[config.mk]
export PLATFORM = sky130hd
export DESIGN_NAME = tpu_control
export DESIGN_NICKNAME = d
export VERILOG_FILES = /design/src/hdl/tpu_pkg.sv /design/src/hdl/tpu_control.sv
export VERILOG_INCLUDE_DIRS = /design/src /design/src/hdl
export SDC_FILE = /design/constraint.sdc
export NUM_CORES = 1
export LEC_CHECK = 0
export ABC_AREA = 0
export ABC_CLOCK_PERIOD_IN_PS = 4500
export BUFFER_PORTS_ARGS = -buffer_cell sky130_fd_sc_hd__buf_2
export CORE_MARGIN = 3
export CORE_UTILIZATION = 40
export DETAILED_ROUTE_END_ITERATION = 10
export GPL_TIMING_DRIVEN = 0
export PLACE_DENSITY = 0.69
export SLEW_MARGIN = 20
export SYNTH_ARGS = -nofsm -noshare
export SYNTH_HDL_FRONTEND = slang
export SYNTH_SLANG_ARGS = --single-unit
[constraint.sdc]
create_clock -name clk -period 4.5 [get_ports clk]
set_input_delay 0.9 -clock clk [delete_from_list [all_inputs] [get_ports clk]]
set_output_delay 0.9 -clock clk [all_outputs]
set_load 0.02 [all_outputs]
[src/hdl/tpu_params.svh]
`ifndef TPU_PARAMS_SVH
`define TPU_PARAMS_SVH

// row geometry
`define DESIGN_SIZE 4
`define DWIDTH 8
`define AWIDTH 7

// register bus
`define REG_ADDRWIDTH 8
`define REG_DATAWIDTH 32

// fixed point position of inv_var
`define NORM_FRAC_BITS 4

// register byte offsets
`define REG_CTRL 8'h00
`define REG_STATUS 8'h04
`define REG_NORM 8'h08
`define REG_ADDR_A 8'h0C
`define REG_ADDR_C 8'h10
`define REG_STRIDE_C 8'h14
`define REG_NUM_ROWS 8'h18
`define REG_MASK 8'h1C

`endif

[src/hdl/tpu_pkg.sv]
`include "tpu_params.svh"

package tpu_pkg;

  typedef logic signed [`DWIDTH-1:0] lane_t;

  // lane 0 sits in the low bits
  typedef lane_t [`DESIGN_SIZE-1:0] row_t;

  typedef logic [`AWIDTH-1:0] addr_t;
  typedef logic [`DESIGN_SIZE-1:0] mask_t;

  typedef logic [`REG_ADDRWIDTH-1:0] reg_addr_t;
  typedef logic [`REG_DATAWIDTH-1:0] reg_data_t;

endpackage

[src/hdl/tpu_control.sv]
`timescale 1ns/10ps

module tpu_control (
  input  logic           clk,
  input  logic           reset,
  input  logic           start,
  input  tpu_pkg::addr_t addr_a,
  input  tpu_pkg::addr_t addr_c,
  input  tpu_pkg::addr_t stride_c,
  input  tpu_pkg::addr_t num_rows,
  input  logic           out_valid,
  output logic           rd_en,
  output tpu_pkg::addr_t rd_addr,
  output tpu_pkg::addr_t wr_addr,
  output logic           busy,
  output logic           done
);

  tpu_pkg::addr_t rd_cnt;
  tpu_pkg::addr_t wr_cnt;
  logic           launch;

  // a start during a run is dropped
  assign launch = start && !busy;

  //////////////////////////////////////////////////
  // sequencing
  //////////////////////////////////////////////////
  always_ff @(posedge clk) begin
    if (reset) begin
      rd_en  <= 1'b0;
      rd_cnt <= '0;
      wr_cnt <= '0;
      busy   <= 1'b0;
      done   <= 1'b0;
    end else begin
      done <= 1'b0;
      if (launch) begin
        busy   <= 1'b1;
        rd_en  <= (num_rows != '0);
        rd_cnt <= 1;
        wr_cnt <= '0;
        // empty run finishes right away
        done   <= (num_rows == '0);
      end else if (done) begin
        busy <= 1'b0;
      end
      // rd_cnt counts the read issued in this cycle
      if (rd_en) begin
        if (rd_cnt == num_rows)
          rd_en <= 1'b0;
        else
          rd_cnt <= rd_cnt + 1'b1;
      end
      if (out_valid) begin
        wr_cnt <= wr_cnt + 1'b1;
        if (wr_cnt + 1'b1 == num_rows)
          done <= 1'b1;
      end
    end
  end

  // row addresses, loaded at launch
  always_ff @(posedge clk) begin
    if (launch) begin
      rd_addr <= addr_a;
      wr_addr <= addr_c;
    end else begin
      if (rd_en)
        rd_addr <= rd_addr + 1'b1;
      if (out_valid)
        wr_addr <= wr_addr + stride_c;
    end
  end

  // pipeline results only arrive inside a run
  assert property (@(posedge clk) disable iff (reset) out_valid |-> busy)
    else $error("write-back while the sequencer is idle");

endmodule

Yosys cells after proc, flatten, opt, wreduce, memory -nomap -nowiden
Index checks and enable logic that the tools add are counted.

Flip-flop bits (word level): 31. Output and inout port bits: 17. Word-level logic and storage cells: 37. Bits of input ports: 32.

Add/sub/neg operators: 4. Reductions and logical operators: 7. Equality and inequality tests: 2. Mux-type cells: 17.

Operators by type and width (count): 7-bit 2-to-1 mux (9); 7-bit by 1-bit adder with 7-bit output (second input constant) (3); 7-bit equality test (2); 1-bit 2-to-1 mux (8); 7-bit adder (1); 7-bit logical NOT (1); 7-bit nonzero test (1); 2-bit nonzero test (3); 1-bit logical AND (1); 1-bit logical NOT (1).

Longest topological paths before layout
Depth in word-level cells: 5. Gate-level depth with buffers: 7. Gate-level depth less buffers: 7.

Worst setup path before layout
Ideal clock, no wire load.

Kind: in2reg. From: in stride_c[0]. To: reg wr_addr[6], data pin. Library setup time: 0.255 ns. Required time: 4.245 ns. Cell stages on the path: 7. Arrival: 2.120 ns. Slack: 2.126 ns. Cell sequence: ha_1 fa_1 a21o_1 a21oi_1 o21bai_1 mux2i_1 nor2_1.

Word-level cells in the longest chain between the ends: 3.

RTL lines: from (decl) (RTL line tpu_control.sv:9) `input tpu_pkg::addr_t stride_c,`; 7-bit adder (RTL line tpu_control.sv:72) `wr_addr <= wr_addr + stride_c;`; 7-bit 2-to-1 mux (RTL line tpu_control.sv:71) `if (out_valid)`; 7-bit 2-to-1 mux (RTL line tpu_control.sv:65) `if (launch) begin`; to (signal assigned) (RTL line tpu_control.sv:67) `wr_addr <= addr_c;`; to (signal assigned) (RTL line tpu_control.sv:72); to (decl) (RTL line tpu_control.sv:14) `output tpu_pkg::addr_t wr_addr,`.

Every way passes these cells. The select of a mux whose other input is x is not followed. A chain may end at the register's enable or synchronous reset.

Final worst setup path
Same ends and word-level chain as after synthesis.

==> qor.csv <==
metric;value;unit
ys async rst share;0;
core area;4530;um2
Initial Util;0.432;
most common cell in the synthesized netlist;nand2_1;
initial antenna violation count;0;
Die Ht;75.9;um
row count;24;
slowest cell delay on critical path;0.41;ns
fin crit period;2.29;ns
DRC Markers;0;
syn_nets;254;
CTS tree;built;
Critical Path, Cell by Cell;buf_2 -> ha_1 -> fa_1 -> a21o_1 -> a21oi_1 -> o21bai_1 -> mux2i_1 -> nor2_1;
Max Freq;437;MHz
area leader, netlist;edfxtp_1;
largest cells by area after synthesis;edfxtp_1 21%, dfxtp_1 17%, xnor2_1 8.1%;
Internal;0.633;mW
Post-Route Setup TNS;0;ns
post-route met1 wirelength;2200;um
detailed placement HPWL;3380;um
post-synthesis sequential area ratio;0.389;
clock skew;0.00968;ns
H-tree lvl count;2;
CP Launch Type;primary input;
worst skew pair latency;0.29;ns
total gr overflow;0;
Synth cell types;39;
Final #Nets;308;
Worst EP arrival;2.34;ns
pwr/cell area;394;nW/um2
slowest stage cell, crit path;fa_1;
Final GP Congestion;0.798;
Clk pwr share;0.295;
met3 WL;251;um
Hold Startpoint;busy$_SDFFE_PP0P_;
Avg Vias per Cell;5.27;
Reg area;761;um2
final hold violations;0;
Max transition margin;0.640;
synthesized area;1960;um2
antenna cell count;0;
logic gate share of total power;0.308;
clk buf depth;2;
Buf/Inv on CP;1;
Synthesis Warnings;0;
Setup violations, final;0;
top routing layer in use;met4;
CTS buffer count;5;
vias in the first global route;1751;
Antenna Nets Post-Route;0;
EDFF count, synth;14;
met2 routed WL;2090;um
Flop pwr share;0.396;
FF+latch count, synth;31;
# IOs;49;
Tcrit/Tclk final;0.509;
max cap viols;0;
Yosys top cell area share;0.215;
Post-CTS Hold Fix Bufs;0;
Syn-to-layout area delta;21.7;%
layout cells sized above 1;0.236;
global-route wire length before repair;8020;um
DR pass1 iterations;4;
Slew @ Worst Pin;0.541;ns
switching power;0.307;mW
sw frac;0.326;
DIE WIDTH;75.9;um
largest net degree at the start of global routing;11;
DRT Wirelength;4580;um
RSZ-0062 raised after global routing;false;
outcome;complete, no violations;
Reg clk slew, reported paths;0.07;ns
cell family with most CP delay;adder cells;
leak pwr;0.985;nW
HP Class;reg -> reg;
die area;5770;um2
synthesized area per cell;9.23;um2
Critical Path RT;4.55;ns
multi-input logic area;1150;um2
root buf cell;clkbuf_8;
Vias;1748;
setup repair bufs after CTS;0;
clk sinks;31;
CP endpoint kind;flip-flop;
Initial DRC Count;86;
post-cts resize count;0;
commonest cells in the netlist;20 x nand2_1, 18 x xnor2_1, 17 x dfxtp_1, 17 x o21ai_0, 14 x edfxtp_1;
I/O Buffers;47;
GRT Resource Usage Total;0.165;
crit path kind;in -> reg;
Cells after Synth;212;
Fill cells;433;
Crit Path Max Fanout;2;
origin of the critical flop-to-flop path;wr_addr[0]$_DFFE_PP_;
Final WS setup;2.21;ns
critical path startpoint;stride_c[0];
VDD IR max;164;uV
Main synth FF type;dfxtp_1;
Wirelength per Cell;13.8;um
Place WS;1.90;ns
max-slew violation count;0;
state kept, by name, indices dropped and copies added (netlist names):
name,count
rd_en,1
busy,1
wr_cnt,7
rd_addr,7
wr_addr,7
rd_cnt,7
done,1
placed cells by master, fill, tap and decap left out, types with 9 or more instances in the layout:
| cell type | count |
|---|---|
| buf_2 | 49 |
| o21ai_0 | 17 |
| ha_1 | 9 |
| nand2_1 | 20 |
| dfxtp_1 | 17 |
| nor3b_1 | 10 |
| a21oi_1 | 13 |
| xnor2_1 | 18 |
| nor2_1 | 11 |
| edfxtp_1 | 14 |
final timing paths:
kind | depth (start not counted) | end | slack, ns
worst min-delay path | 2 | busy$_SDFFE_PP0P_ | 0.49
worst max-delay path | 8 | wr_addr[6]$_DFFE_PP_ | 2.21
worst max register to register | 7 | wr_addr[6]$_DFFE_PP_ | 2.53
worst min register to register | 2 | busy$_SDFFE_PP0P_ | 0.49
kinds of logic (layout without fill, tap and decap cells):
kind of cell	after synthesis	count (layout)	share of synthesized area
AND/OR/NAND/NOR	76	76	0.207
multiplexers	6	6	0.0326
XOR/XNOR	26	26	0.120
adder cells (fa/ha/maj)	10	10	0.0678
flip-flops	31	31	0.389
buffers and inverters	11	66	0.0224
AO/OA/AOI/OAI	52	52	0.161
cell type report:
class                           instances  area share
Clock inverter                          3      0.0163
Clock buffer                            5      0.0289
Multi-Input combinational cell        170       0.484
Inverter                                4     0.00631
Buffer                                  7      0.0121
Sequential cell                        31       0.319
Timing Repair Buffer                   47      0.0988
Tap cell                               65      0.0342
power groups by stage:
stage | sequential, mW | clock [mW] | combinational (mW)
finish | 0.372 | 0.278 | 0.290
global route | 0.378 | 0.292 | 0.325
CTS | 0.372 | 0.282 | 0.292
detailed placement | 0.379 | 0 | 0.291
global placement | 0.379 | 0 | 0.283
floorplan | 0.417 | 0 | 0.165
layer usage:
metal	vias to the layer above	track usage
met4	0	0.0435
met1	807	0.213
met3	6	0.0427
met2	61	0.275
li1	874	-
met5	-	0
tightest hold or removal path, cell delays in order (launching register included):
cell      delay, ns
dfxtp_1        0.32
nand2b_1       0.07
a21oi_1        0.06
through the flow:
stage,util,area (um2),instances,power [mW],hold WS [ns]
6_report,0.525,2380,332,0.939,0.494
5_1_grt,0.525,2380,332,0.995,0.549
4_1_cts,0.525,2380,332,0.947,0.497
3_5_place_dp,0.501,2270,324,0.669,0.487
3_3_place_gp,0.501,2270,324,0.661,0.478
2_1_floorplan,-,1960,212,0.582,0.479
No activity file was read; power rests on OpenSTA's default activity.
