===== config.mk =====
export PLATFORM = sky130hd
export DESIGN_NAME = norm_act_pipe
export DESIGN_NICKNAME = d
export VERILOG_FILES = /design/src/hdl/tpu_pkg.sv /design/src/hdl/norm_act_pipe.sv
export VERILOG_INCLUDE_DIRS = /design/src /design/src/hdl
export SDC_FILE = /design/constraint.sdc
export NUM_CORES = 1
export LEC_CHECK = 0
export BUFFER_PORTS_ARGS = -buffer_cell sky130_fd_sc_hd__buf_4
export CAP_MARGIN = 10
export CORE_ASPECT_RATIO = 1.5
export CORE_UTILIZATION = 40
export DETAILED_ROUTE_END_ITERATION = 10
export HOLD_SLACK_MARGIN = 0.12
export PLACE_DENSITY = 0.52
export SYNTH_ARGS = -nofsm -noshare
export SYNTH_HDL_FRONTEND = slang
export SYNTH_SLANG_ARGS = --single-unit

===== constraint.sdc =====
create_clock -name clk -period 11.6 [get_ports clk]
set_input_delay 3.48 -clock clk [delete_from_list [all_inputs] [get_ports clk]]
set_output_delay 3.48 -clock clk [all_outputs]
set_load 0.05 [all_outputs]

===== src/hdl/tpu_params.svh =====
`ifndef TPU_PARAMS_SVH
`define TPU_PARAMS_SVH

// row geometry
`define DESIGN_SIZE 4
`define DWIDTH 8
`define AWIDTH 7

// register bus
`define REG_ADDRWIDTH 8
`define REG_DATAWIDTH 32

// fixed point position of inv_var
`define NORM_FRAC_BITS 4

// register byte offsets
`define REG_CTRL 8'h00
`define REG_STATUS 8'h04
`define REG_NORM 8'h08
`define REG_ADDR_A 8'h0C
`define REG_ADDR_C 8'h10
`define REG_STRIDE_C 8'h14
`define REG_NUM_ROWS 8'h18
`define REG_MASK 8'h1C

`endif


===== src/hdl/tpu_pkg.sv =====
`include "tpu_params.svh"

package tpu_pkg;

  typedef logic signed [`DWIDTH-1:0] lane_t;

  // lane 0 sits in the low bits
  typedef lane_t [`DESIGN_SIZE-1:0] row_t;

  typedef logic [`AWIDTH-1:0] addr_t;
  typedef logic [`DESIGN_SIZE-1:0] mask_t;

  typedef logic [`REG_ADDRWIDTH-1:0] reg_addr_t;
  typedef logic [`REG_DATAWIDTH-1:0] reg_data_t;

endpackage


===== src/hdl/norm_act_pipe.sv =====
`timescale 1ns/10ps
`include "tpu_params.svh"

module norm_act_pipe (
  input  logic               clk,
  input  logic               reset,
  input  logic               in_valid,
  input  tpu_pkg::row_t      in_row,
  input  logic               enable_norm,
  input  logic               enable_activation,
  input  tpu_pkg::lane_t     mean,
  input  logic [`DWIDTH-1:0] inv_var,
  input  tpu_pkg::mask_t     lane_mask,
  output logic               out_valid,
  output tpu_pkg::row_t      out_row
);

  localparam int LANE_MAX = 2**(`DWIDTH-1) - 1;
  localparam int LANE_MIN = -(2**(`DWIDTH-1));

  logic          s1_valid;
  tpu_pkg::row_t s1_row;

  // (x - mean) * inv_var >>> frac, clamped to the lane range
  function automatic tpu_pkg::lane_t norm_lane(input tpu_pkg::lane_t x);
    logic signed [`DWIDTH:0]     diff;
    logic signed [2*`DWIDTH+1:0] prod;
    logic signed [2*`DWIDTH+1:0] shifted;
    diff    = x - mean;
    prod    = diff * $signed({1'b0, inv_var});
    shifted = prod >>> `NORM_FRAC_BITS;
    if (shifted > LANE_MAX)
      return tpu_pkg::lane_t'(LANE_MAX);
    else if (shifted < LANE_MIN)
      return tpu_pkg::lane_t'(LANE_MIN);
    else
      return tpu_pkg::lane_t'(shifted);
  endfunction

  always_ff @(posedge clk) begin
    if (reset) begin
      s1_valid  <= 1'b0;
      out_valid <= 1'b0;
    end else begin
      s1_valid  <= in_valid;
      out_valid <= s1_valid;
    end
  end

  always_ff @(posedge clk) begin
    for (int i = 0; i < `DESIGN_SIZE; i++) begin
      // stage 1
      s1_row[i] <= enable_norm ? norm_lane(in_row[i]) : in_row[i];
      // stage 2 applies relu then the lane mask
      if (!lane_mask[i] || (enable_activation && s1_row[i] < 0))
        out_row[i] <= '0;
      else
        out_row[i] <= s1_row[i];
    end
  end

  assert property (@(posedge clk) disable iff (reset) in_valid |-> !$isunknown(in_row))
    else $error("row entered the pipeline with unknown lanes");

endmodule


Yosys cells after proc, flatten, opt, wreduce, memory -nomap -nowiden
Index checks and enable logic that the tools add are counted.

Flip-flop bits (word level): 66. Bits of input ports: 57.

Add/sub/neg operators: 4. Multiply operators: 4. Order comparisons: 12. Mux-type cells: 12. Reduce and logical (&&, ||, !) cells: 12.

Operators by type and width (number): 2-to-1 mux 8 bit (12); multiplier 9 x 9 -> 18 bit (4); > comparator 14 x 8 -> 1 bit, second input constant (4); less-than comparator 14 x 8 -> 1 bit, second input constant (4); subtractor 8 x 8 -> 9 bit (4); less-than comparator 8 x 1 -> 1 bit, second input constant (4); logical AND 1 bit (4); zero test 1 bit (4); logical OR 1 bit (4).

Depth between registers and ports, before layout
Depth in word-level cells: 6. Depth in mapped cells: 28. Mapped depth without buffers: 27.

Worst setup path before layout
Ideal clock, no wire load.

Path type: input -> register. From: input mean[2]. To: register s1_row[10] in the netlist's numbering. Arrival: 9248 ps. Data required time: 11530 ps. Path slack: 2282 ps. Stages: 25. Path through: inv_1 -> ha_1 -> nor2b_1 -> o31a_1 -> o211a_1 -> o21ai_1 -> and2_1 -> ha_1 -> xor2_1 -> inv_2 -> ha_1 -> xor2_1 -> fa_1 -> inv_1 -> fa_1 -> inv_1 -> ha_1 -> a21o_1 -> a21o_1 -> a21o_1 -> a311oi_1 -> xnor2_1 -> xnor2_2 -> o21ai_0 -> a21oi_1.

Word-level cells in the longest chain between the ends: 6. Elaborated cells on any way between the ends: 7.

Ends and longest elaborated chain: start, declared (RTL line norm_act_pipe.sv:11) `input tpu_pkg::lane_t mean,`; subtractor 8 x 8 -> 9 bit * (RTL line norm_act_pipe.sv:29) `diff = x - mean;`; multiplier 9 x 9 -> 18 bit * (RTL line norm_act_pipe.sv:30) `prod = diff * $signed({1'b0, inv_var});`; less-than comparator 14 x 8 -> 1 bit (RTL line norm_act_pipe.sv:34) `else if (shifted < LANE_MIN)`; 2-to-1 mux 8 bit (RTL line norm_act_pipe.sv:34); 2-to-1 mux 8 bit * (RTL line norm_act_pipe.sv:32) `if (shifted > LANE_MAX)`; 2-to-1 mux 8 bit * (RTL line norm_act_pipe.sv:53) `s1_row[i] <= enable_norm ? norm_lane(in_row[i]) : in_row[i];`; end signal, assigned by index (RTL line norm_act_pipe.sv:53); end, declared (RTL line norm_act_pipe.sv:22) `tpu_pkg::row_t s1_row;`.

Mark *: on every way between the ends. The rest lies on a longest branch, timed or not. A chain may end at the register's enable or synchronous reset.

Final worst setup path
From: input mean[1]. To: register s1_row[20] in the netlist's numbering.

The elaborated chain is that of the path after synthesis.

==> reports/metrics.yaml <==
synthesis:
  synthArstFlopShare: 0
  syn_inst: 1864
  yosysUniqueCellTypes: 72
  yosys_warnings: 0
  synth_area_um2: 15600
  ys.flop_type: "dfxtp_1"
  synthTopCellsByCount: "inv_1, ha_1, fa_1"
  ys_seq_elements: 66
  synth.avg_cell_area_um2: 8.37
  netlist_top_cells_area: "fa_1, ha_1, inv_1"
  syn-num-nets: 2333
  synth_edf_count: 0
  yosysSeqAreaShare: 0.0847
  post-synth-top-area-fraction: 0.262
  synth_top_area_cell: "fa_1"
  yosysMostFrequentCell: "inv_1"
clocking:
  cts_tree: "done"
  htreeDepth: 3
  clock_latency_ns: 0.34
  cts_setup_buffers: 0
  cts_hold_buf: 0
  path_clk_slew_ns: 0.06
  clockBufferDepth: 2
  cts_resized: 0
  cts_root_buf: "clkbuf_16"
  clock-sinks: 66
  numCtsBuffers: 9
die:
  die_w_um: 163
  rows: 88
  dieArea_um2: 39800
  core_um2: 38400
  fp.dieH_um: 244
  initial_utilization: 0.406
  ios: 90
routing:
  m1WireLength_um: 17000
  final_antenna_net_count: 0
  wl_per_cell_um: 16.0
  dr_wl_met3_um: 1410
  route.vias.total: 12232
  via_per_inst: 5.05
  wirelength_um: 38800
  maxUsedRoutingLayer: "met4"
  drc: 0
  detail_route.iter0.violations: 533
  drtPass1Iterations: 5
  route.met2.wl_um: 20100
setup_path:
  r2r_start: "s1_row[23]"
  crit_fanout: 8
  start_kind: "input pin"
  end_kind: "flip-flop"
  worstPathRequired_ns: 11.86
  arrival_ns: 10.54
  cp-startpoint: "mean[1]"
  critical_path_class: "input pin to flip-flop"
grt:
  grt_antenna_before_repair: 0
  grt_overflow: 0
  grtUsageTotal: 0.204
  grt_pass1_vias: 12996
  grt_max_degree: 50
  grt_pass1_wl_um: 64500
sta:
  tightest_slew_ns: 1.08
  fin_skew_ns: 0.00678
  hold_violations: 0
  fmax_mhz: 97.3
  tns_ns: 0
  finalSetupViolations: 0
  layout_min_cycle_time_ns: 10.28
  rsz0062_at_grt: "false"
  relSlewSlack: 0.273
  slew_violations: 0
  fin_crit_sh: 0.886
flow_run:
  cap_violations: 0
final_layout:
  fin_nets: 2392
  area_delta_synth_final_pct: 9.46
  drive_above_1_share: 0.0669
  antenna-diode-count: 0
  fin_util: 0.444
  fill_cells: 3952
place:
  routabilityCongestion: 0.793
  place_hpwl_um: 32400
  portBuffers: 89
worst_hold_path:
  hp-start: "s1_row[26]"
  hold_path_class: "flip-flop to flip-flop"
run_status:
  status: "completed"
==> cell usage in the layout (no fill, tap or decap), types with 4 or more instances in the layout <==
cell	instances
and2_1	136
nand2b_1	33
ha_1	208
nand4_1	6
a31oi_1	13
or2_1	5
a21o_1	26
nand3_1	40
xor2_1	51
or3_1	13
nand2_1	122
mux2i_1	5
xnor2_1	70
dfxtp_1	66
clkbuf_16	9
nor4_1	7
buf_4	89
a221oi_1	4
o21ai_0	20
o211ai_1	9
nor2_1	86
o2111a_1	4
nor2b_1	55
o21ai_1	36
inv_2	4
o22ai_1	11
o31a_1	7
a21oi_1	68
a211oi_1	7
a21boi_1	11
inv_1	376
and3_1	12
o211a_1	6
nor3_1	10
or4_1	4
nand3b_1	5
fa_1	204
o21a_1	27
a21boi_0	7
==> cell type report <==
type / count / area, µm² / area share
clock buffer: 10 / 229 / 0.0134
tap: 495 / 619 / 0.0363
sequential: 66 / 1320 / 0.0774
timing repair buffer: 89 / 668 / 0.0391
clock inverter: 6 / 115 / 0.00674
inverter: 380 / 1430 / 0.0836
multi-input combinational: 1377 / 12700 / 0.743
==> cells by family after synthesis <==
| kind of cell | share of synthesized area |
|---|---|
| AOI/OAI and AO/OA | 0.120 |
| xor gates and xnor gates | 0.0729 |
| adders and majority gates | 0.429 |
| buffers and inverters | 0.101 |
| DFF | 0.0847 |
| muxes | 0.00321 |
| and+or+nand+nor | 0.189 |
==> critical path, stage by stage <==
cell	delay, ns
buf_4	0.16
inv_1	0.12
ha_1	0.27
nor2b_1	0.12
o21ai_1	0.23
a21boi_1	0.13
o21ai_1	0.17
a21boi_1	0.11
o21a_1	0.19
o21ai_1	0.44
nand3_1	0.21
fa_1	0.57
inv_1	0.05
fa_1	0.50
inv_1	0.05
fa_1	0.49
fa_1	0.49
inv_1	0.04
ha_1	0.21
o31ai_1	0.69
a211oi_1	0.21
o41ai_1	0.35
xor2_1	0.16
nor4_2	0.66
o211ai_1	0.21
a31oi_1	0.23
==> final timing paths <==
check,depth (start not counted),slack (ns),endpoint
worst min register to register,1,0.42,out_row[26]
worst max-delay path,26,1.32,s1_row[20]
worst min-delay path,1,0.42,out_row[26]
worst max register to register,2,10.02,out_row[17]
==> per-stage QoR <==
| stage | hold slack (ns) | std cells | area (µm²) | worst slack [ns] |
|---|---|---|---|---|
| after global routing | 0.441 | 2423 | 17100 | 0.778 |
| after floorplan | 0.406 | 1864 | 15600 | 2.28 |
| after CTS | 0.418 | 2423 | 17100 | 1.33 |
| after detailed placement | 0.410 | 2407 | 16700 | 0.989 |
| final | 0.421 | 2423 | 17100 | 1.32 |
| after global placement | 0.408 | 2407 | 16700 | 1.07 |
==> routing by layer <==
metal | vias up | global-route usage
met4 | 0 | 0.0253
met2 | 211 | 0.379
li1 | 6048 | -
met1 | 5948 | 0.255
met3 | 25 | 0.0218
met5 | - | 0
==> state kept, by name (all words and copies together) (netlist names) <==
| name | flops |
|---|---|
| out_row | 32 |
| out_valid | 1 |
| s1_row | 32 |
| s1_valid | 1 |
Power is left out: the tool's default activity adds up to more than one toggle a clock period on the data nets, which glitch-free logic cannot reach.
