**config.mk**
```make
export PLATFORM = sky130hd
export DESIGN_NAME = tpu_regs
export DESIGN_NICKNAME = d
export VERILOG_FILES = /design/src/hdl/tpu_pkg.sv /design/src/hdl/tpu_regs.sv
export VERILOG_INCLUDE_DIRS = /design/src /design/src/hdl
export SDC_FILE = /design/constraint.sdc
export NUM_CORES = 1
export LEC_CHECK = 0
export ABC_CLOCK_PERIOD_IN_PS = 1550
export BUFFER_PORTS_ARGS = -buffer_cell sky130_fd_sc_hd__buf_2
export CAP_MARGIN = 10
export CORE_MARGIN = 1
export CORE_UTILIZATION = 40
export CTS_BUF_LIST = sky130_fd_sc_hd__clkbuf_4
export DETAILED_ROUTE_END_ITERATION = 6
export PLACE_DENSITY = 0.85
export SYNTH_ARGS = -nofsm -noshare
export SYNTH_HDL_FRONTEND = slang
export SYNTH_SLANG_ARGS = --single-unit
```
**constraint.sdc**
```tcl
create_clock -name clk -period 1.55 [get_ports clk]
set_input_delay 0.31 -clock clk [delete_from_list [all_inputs] [get_ports clk]]
set_output_delay 0.31 -clock clk [all_outputs]
set_load 0.01 [all_outputs]
```
**src/hdl/tpu_params.svh**
```systemverilog
`ifndef TPU_PARAMS_SVH
`define TPU_PARAMS_SVH

// row geometry
`define DESIGN_SIZE 4
`define DWIDTH 8
`define AWIDTH 7

// register bus
`define REG_ADDRWIDTH 8
`define REG_DATAWIDTH 32

// fixed point position of inv_var
`define NORM_FRAC_BITS 4

// register byte offsets
`define REG_CTRL 8'h00
`define REG_STATUS 8'h04
`define REG_NORM 8'h08
`define REG_ADDR_A 8'h0C
`define REG_ADDR_C 8'h10
`define REG_STRIDE_C 8'h14
`define REG_NUM_ROWS 8'h18
`define REG_MASK 8'h1C

`endif

```
**src/hdl/tpu_pkg.sv**
```systemverilog
`include "tpu_params.svh"

package tpu_pkg;

  typedef logic signed [`DWIDTH-1:0] lane_t;

  // lane 0 sits in the low bits
  typedef lane_t [`DESIGN_SIZE-1:0] row_t;

  typedef logic [`AWIDTH-1:0] addr_t;
  typedef logic [`DESIGN_SIZE-1:0] mask_t;

  typedef logic [`REG_ADDRWIDTH-1:0] reg_addr_t;
  typedef logic [`REG_DATAWIDTH-1:0] reg_data_t;

endpackage

```
**src/hdl/tpu_regs.sv**
```systemverilog
`timescale 1ns/10ps
`include "tpu_params.svh"

module tpu_regs (
  input  logic                clk,
  input  logic                reset,
  input  tpu_pkg::reg_addr_t  paddr,
  input  logic                pwrite,
  input  logic                psel,
  input  logic                penable,
  input  tpu_pkg::reg_data_t  pwdata,
  output tpu_pkg::reg_data_t  prdata,
  output logic                pready,
  output logic                start,
  output logic                enable_norm,
  output logic                enable_activation,
  output tpu_pkg::lane_t      mean,
  output logic [`DWIDTH-1:0]  inv_var,
  output tpu_pkg::addr_t      addr_a,
  output tpu_pkg::addr_t      addr_c,
  output tpu_pkg::addr_t      stride_c,
  output tpu_pkg::addr_t      num_rows,
  output tpu_pkg::mask_t      lane_mask,
  input  logic                busy,
  input  logic                done
);

  logic wr_access;
  logic start_req;
  logic done_sticky;

  // no wait states, every access cycle completes
  assign pready    = psel && penable;
  assign wr_access = psel && penable && pwrite;
  assign start_req = wr_access && (paddr == `REG_CTRL) && pwdata[0];

  //////////////////////////////////////////////////
  // register writes
  //////////////////////////////////////////////////
  always_ff @(posedge clk) begin
    if (reset) begin
      start             <= 1'b0;
      done_sticky       <= 1'b0;
      enable_norm       <= 1'b0;
      enable_activation <= 1'b0;
      mean              <= '0;
      inv_var           <= '0;
      addr_a            <= '0;
      addr_c            <= '0;
      stride_c          <= '0;
      num_rows          <= '0;
      lane_mask         <= '0;
    end else begin
      start <= start_req;
      // a new run clears the previous done
      if (start_req)
        done_sticky <= 1'b0;
      else if (done)
        done_sticky <= 1'b1;
      if (wr_access) begin
        case (paddr)
          `REG_CTRL: begin
            enable_norm       <= pwdata[1];
            enable_activation <= pwdata[2];
          end
          `REG_NORM: begin
            mean    <= pwdata[`DWIDTH-1:0];
            inv_var <= pwdata[2*`DWIDTH-1:`DWIDTH];
          end
          `REG_ADDR_A:   addr_a    <= pwdata[`AWIDTH-1:0];
          `REG_ADDR_C:   addr_c    <= pwdata[`AWIDTH-1:0];
          `REG_STRIDE_C: stride_c  <= pwdata[`AWIDTH-1:0];
          `REG_NUM_ROWS: num_rows  <= pwdata[`AWIDTH-1:0];
          `REG_MASK:     lane_mask <= pwdata[`DESIGN_SIZE-1:0];
          default: ;
        endcase
      end
    end
  end

  //////////////////////////////////////////////////
  // read mux
  //////////////////////////////////////////////////
  always_comb begin
    prdata = '0;
    case (paddr)
      `REG_CTRL:     prdata[2:0] = {enable_activation, enable_norm, 1'b0};
      `REG_STATUS:   prdata[1:0] = {busy, done_sticky};
      `REG_NORM:     prdata[2*`DWIDTH-1:0] = {inv_var, mean};
      `REG_ADDR_A:   prdata[`AWIDTH-1:0] = addr_a;
      `REG_ADDR_C:   prdata[`AWIDTH-1:0] = addr_c;
      `REG_STRIDE_C: prdata[`AWIDTH-1:0] = stride_c;
      `REG_NUM_ROWS: prdata[`AWIDTH-1:0] = num_rows;
      `REG_MASK:     prdata[`DESIGN_SIZE-1:0] = lane_mask;
      default: ;
    endcase
  end

  assert property (@(posedge clk) disable iff (reset) penable |-> psel)
    else $error("penable seen without psel");

endmodule

```
Yosys cells after proc, flatten, opt, wreduce, memory -nomap -nowiden. Cells that the tools add are included.

Bits in registers: 52. Latch bits: 0. RAM bits: 0. Bits in read-only memories: 0. Input port bits: 47. Memories kept: 0.

$add $sub $neg: 0. Multipliers: 0. Div/mod/pow operators: 0. Magnitude comparators: 0. Equal/unequal tests: 7. Shift-type cells: 0. Multiplexer cells: 5. Bitwise gates (word level): 0. Reductions and logical operators: 13.

Operators with widths (number): $eq 8x5->1 const B (4); $eq 8x4->1 const B (2); $pmux 2 s8 (1); $pmux 3 s5 (1); $reduce_and 2->1 (7); $mux 9 (1); $eq 8x3->1 const B (1); $logic_not 8->1 (1); $pmux 1 s7 (1); $pmux 1 s6 (1); $logic_and 1x1->1 (4); $reduce_or 2->1 (1).

Logic depth before layout (Yosys ltp).
Depth in word-level cells: 5. Depth in mapped cells: 5. Gate-level depth less buffers: 3.

Worst setup path after synthesis. No wires, ideal clock.

Path kind: input to output. Start: in paddr[5]. End: out prdata[6]. Arrival: 1.401 ns. Slack: -0.161 ns. Stages: 3. Cell sequence: or4_4 > nor3_2 > a221o_1.

Longest elaborated chain between the ends: 2.

RTL lines: from (decl) (RTL line tpu_regs.sv:7) `input tpu_pkg::reg_addr_t paddr,`; $eq 8x5->1 / $eq 8x4->1 (equally long branches) (RTL line tpu_regs.sv:86) `case (paddr)`; $pmux 3 s5 (*) (RTL line tpu_regs.sv:86); to (decl) (RTL line tpu_regs.sv:12) `output tpu_pkg::reg_data_t prdata,`.

Every way passes the cells marked *; elsewhere a longest branch is shown, timed or not.

Worst setup path in the final report.
Start: in paddr[5]. End: out prdata[14].

Longest elaborated chain between the ends: 2.

RTL lines (RTL line): $eq 8x4->1 (tpu_regs.sv:86); $mux 9 (tpu_regs.sv:86).

Every way passes these cells.

==> results.rst <==
.. list-table::
   :header-rows: 1

   * - Metric
     - Value
   * - Global-route wire length before repair
     - 11800 microns
   * - Synth async-reset ratio
     - 0
   * - Cells after DPL
     - 470
   * - Largest family of logic cells by synthesized area
     - multiplexers
   * - FF+latch count, synth
     - 52
   * - CTS tree
     - built
   * - Routed length per placed instance
     - 15.6 microns
   * - Bufs on Longest Clock Path
     - 2
   * - Number of clock buffers inserted by TritonCTS
     - 5
   * - Violated checks
     - negative setup slack
   * - Number of buffers added to fix hold violations after cts
     - 0
   * - Number of placement rows
     - 29
   * - Die span in y
     - 82.9 microns
   * - Via density
     - 5.09
   * - Path category of the worst min-delay check
     - in -> reg
   * - DIE AREA
     - 0.00686 sq mm
   * - Pleak
     - 2.03 nW
   * - Worst path max stage delay
     - 550 ps
   * - R2R depth
     - 4
   * - Number of nets in the final layout
     - 466
   * - Top post-synthesis cells by area
     - sky130_fd_sc_hd__dfxtp_1 40%, sky130_fd_sc_hd__mux2i_1 23%, sky130_fd_sc_hd__nand2_1 10%, sky130_fd_sc_hd__buf_4 4.9%, sky130_fd_sc_hd__and2_1 2.6%
   * - Adder-cell share of the synthesized area
     - 0
   * - GRT Resource Usage Total
     - 0.210
   * - Final Routed Wirelength
     - 7770 microns
   * - Post-Route Hold Slack
     - 90.6 ps
   * - I/O Buffers
     - 98
   * - Gate Count Post-Synth
     - 278
   * - EDFF count, synth
     - 0
   * - Via count
     - 2529
   * - Largest net degree at the start of global routing
     - 50
   * - Floorplan die width
     - 82.9 microns
   * - CP Cell Sequence
     - buf_12 -> or4_4 -> nor3_4 -> buf_6 -> and2_1 -> buf_2
   * - Req. time, crit path
     - 1240 ps
   * - Data arrival time at the worst-slack endpoint
     - 1590 ps
   * - Launch point of the worst reg-to-reg path
     - lane_mask[0]$_SDFFE_PP0P_
   * - Most used flip-flop cell after synthesis
     - sky130_fd_sc_hd__dfxtp_1
   * - Vias in the first global route
     - 2449
   * - Endpoint type of the worst setup path
     - output pin
   * - H-tree Lvls
     - 2
   * - Buffers plus inverters on the worst setup path
     - 3
   * - Worst Setup Path Type
     - in -> out
   * - First-pass detailed-route iteration total
     - 6
   * - Worst setup SP type
     - primary input
   * - Sink of the worst hold path
     - start$_SDFF_PP0_
   * - Number of setup violations in the final report
     - 16
   * - Initial detailed-routing violation count
     - 126
   * - Worst-case clock skew
     - 0 ps
   * - Effective utilization at floorplan
     - 0.414
   * - Mux share of post-synthesis cell area
     - 0.256
   * - Power density over cell area
     - 587 mW/mm^2
   * - Half-perimeter wire length after placement
     - 5310 microns
   * - I/O pin count
     - 131
   * - Final estimated routing congestion in global placement
     - 0.842
   * - Later-pin clock latency in the skew report
     - 360 ps
   * - Synthesized-area fraction occupied by and/or/nand/nor cells
     - 0.222
   * - Compound-gate portion of the synthesized area
     - 0.0455
   * - DRC
     - 0
   * - TNS Setup
     - -4190 ps
   * - Category of cells accounting for the largest share of critical-path delay
     - simple AND/OR/NAND/NOR gates
   * - Max Cap Viol
     - 0
   * - Area share of the leading cell type in the synthesized netlist
     - 0.398
   * - Core area
     - 0.00631 sq mm
   * - Slack of the worst reg-to-reg path
     - 740 ps
   * - Post-Synth XOR/XNOR Area
     - 0
   * - Most common cell in the synthesized netlist
     - sky130_fd_sc_hd__nand2_1
   * - Hold Violations, Final
     - 0
   * - Fraction of final layout cells sized beyond drive strength 1
     - 0.500
   * - Worst hold start
     - reset
   * - Clock-pin slew of the registers on the worst-case setup and hold paths
     - 170 ps
   * - Final cycle utilization of the critical path
     - 1.23
   * - Setup repair after global routing missed its margin
     - true
   * - Number of antenna violations at the first check in global routing
     - 0
   * - Total standard cell area after synthesis
     - 0.00262 sq mm
   * - Library cell occupying the most area in the post-synthesis netlist
     - sky130_fd_sc_hd__dfxtp_1
   * - Worst voltage drop across the vdd grid
     - 0.000280 V
   * - Most used standard cells in the synthesized netlist
     - 70 x sky130_fd_sc_hd__nand2_1, 59 x sky130_fd_sc_hd__mux2i_1, 52 x sky130_fd_sc_hd__dfxtp_1, 17 x sky130_fd_sc_hd__buf_4, 11 x sky130_fd_sc_hd__and2_1
   * - Mean instance size in the synthesized netlist
     - 9.41 sq um
   * - Area added between synthesis and finish
     - 47.1%
   * - Cell count of the worst hold path
     - 2
   * - Post-route minimum period
     - 1900 ps
   * - Number of warnings printed during yosys synthesis
     - 0
   * - Final Max Tran Viols
     - 0
   * - Number of inserted diodes
     - 0
   * - Antenna viol nets, final
     - 0
   * - Number of unique standard cell types used by synthesis
     - 38
   * - Max Fanout on Critical Path
     - 7
   * - Sequential-to-total area share from yosys stat
     - 0.398
   * - CTS Root Cell
     - sky130_fd_sc_hd__clkbuf_4
   * - Post-route insts no fill
     - 497
   * - Max Clock Freq
     - 527 MHz
   * - Final worst setup slack
     - -349 ps
   * - TritonCTS sink count
     - 52
   * - Result of the run
     - complete, but fails checks
   * - Master of the slowest instance on the critical path
     - sky130_fd_sc_hd__or4_4
   * - Critical R2R Capture
     - lane_mask[0]$_SDFFE_PP0P_
   * - Overflow left after global routing
     - 0
## layer usage
layer,vias to the layer above,share of wire,track usage
met2,90,0.52,0.375
met4,0,0.014,0.0596
met5,-,0,0
met3,12,0.046,0.0318
met1,1213,0.42,0.262
li1,1214,-,-
## state kept, by name (all words and copies together), names as in the netlist, 4 cells and up
signal / count
lane_mask: 4
inv_var: 8
num_rows: 7
addr_a: 7
stride_c: 7
addr_c: 7
mean: 8
## worst max path at each step
stage	startpoint	to	slack (ps)	cells after the start
after floorplan	paddr[5]	prdata[6]	-60	3
after global placement	paddr[5]	prdata[10]	-310	6
after detailed placement	paddr[5]	prdata[10]	-340	6
after CTS	paddr[4]	prdata[15]	-310	6
after global routing	paddr[5]	prdata[14]	-390	6
final	paddr[5]	prdata[14]	-350	6
## through the flow
step	utilization	power [mW]	cell area [sq um]	setup WS, ps
floorplan	-	1.52	2690	-58.5
global placement	0.531	1.59	3350	-306
detailed placement	0.531	1.60	3350	-343
CTS	0.578	2.26	3650	-312
global route	0.609	2.37	3850	-386
finish	0.609	2.26	3850	-349
## report_power, final
| group | total (mW) | switching (mW) | leakage, nW | internal [mW] |
|---|---|---|---|---|
| Sequential | 1.34 | 0.00187 | 0.428 | 1.34 |
| Combinational | 0.293 | 0.157 | 1.57 | 0.135 |
| Clock | 0.624 | 0.439 | 0.0336 | 0.185 |
## cell usage in the layout (no fill, tap or decap), drive strengths merged
cell / Yosys / layout
o211ai: 3 / 3
nor4: 1 / 1
dfxtp: 52 / 52
a2bb2oi: 4 / 4
nand2: 70 / 70
and4: 1 / 1
nor2b: 2 / 2
inv: 2 / 3
nor3: 5 / 5
or4: 1 / 1
clkinv: 0 / 2
nor2: 2 / 2
o21ai: 2 / 2
nor4bb: 1 / 1
nand4b: 4 / 4
conb: 1 / 16
o2bb2ai: 1 / 1
nand4: 3 / 3
a221oi: 1 / 1
nand3b: 1 / 1
and3: 3 / 3
nand3: 1 / 1
o221a: 1 / 1
a221o: 1 / 1
nor4b: 2 / 2
mux2i: 59 / 59
and2: 11 / 11
mux2: 1 / 1
o22ai: 2 / 2
buf: 24 / 151
or3b: 1 / 1
nor3b: 3 / 3
mux4: 3 / 3
clkbuf: 9 / 6
## what timing repair did
item                                    in CTS  in global routing
resized for setup                           35                 38
pin swaps                                   11                 10
endpoints found under the hold margin        0                  0
buffers inserted                            14                  5
endpoints found under the setup margin      16                 23
## layout make-up
type / count / area (sq um)
Timing Repair Buffer: 152 / 1050
Inverter: 2 / 7.51
Clock buffer: 5 / 37.5
Clock inverter: 3 / 21.3
Multi-Input combinational cell: 206 / 1570
Sequential cell: 52 / 1060
Tap cell: 77 / 96.3
Fill cell: 543 / 2470
## kinds of logic after synthesis
family,Yosys count
other,1
buffers and inverters,35
AND/OR/NAND/NOR,112
multiplexers,63
AO/OA/AOI/OAI,15
flip-flops,52
(Power assumes the default switching activity.)
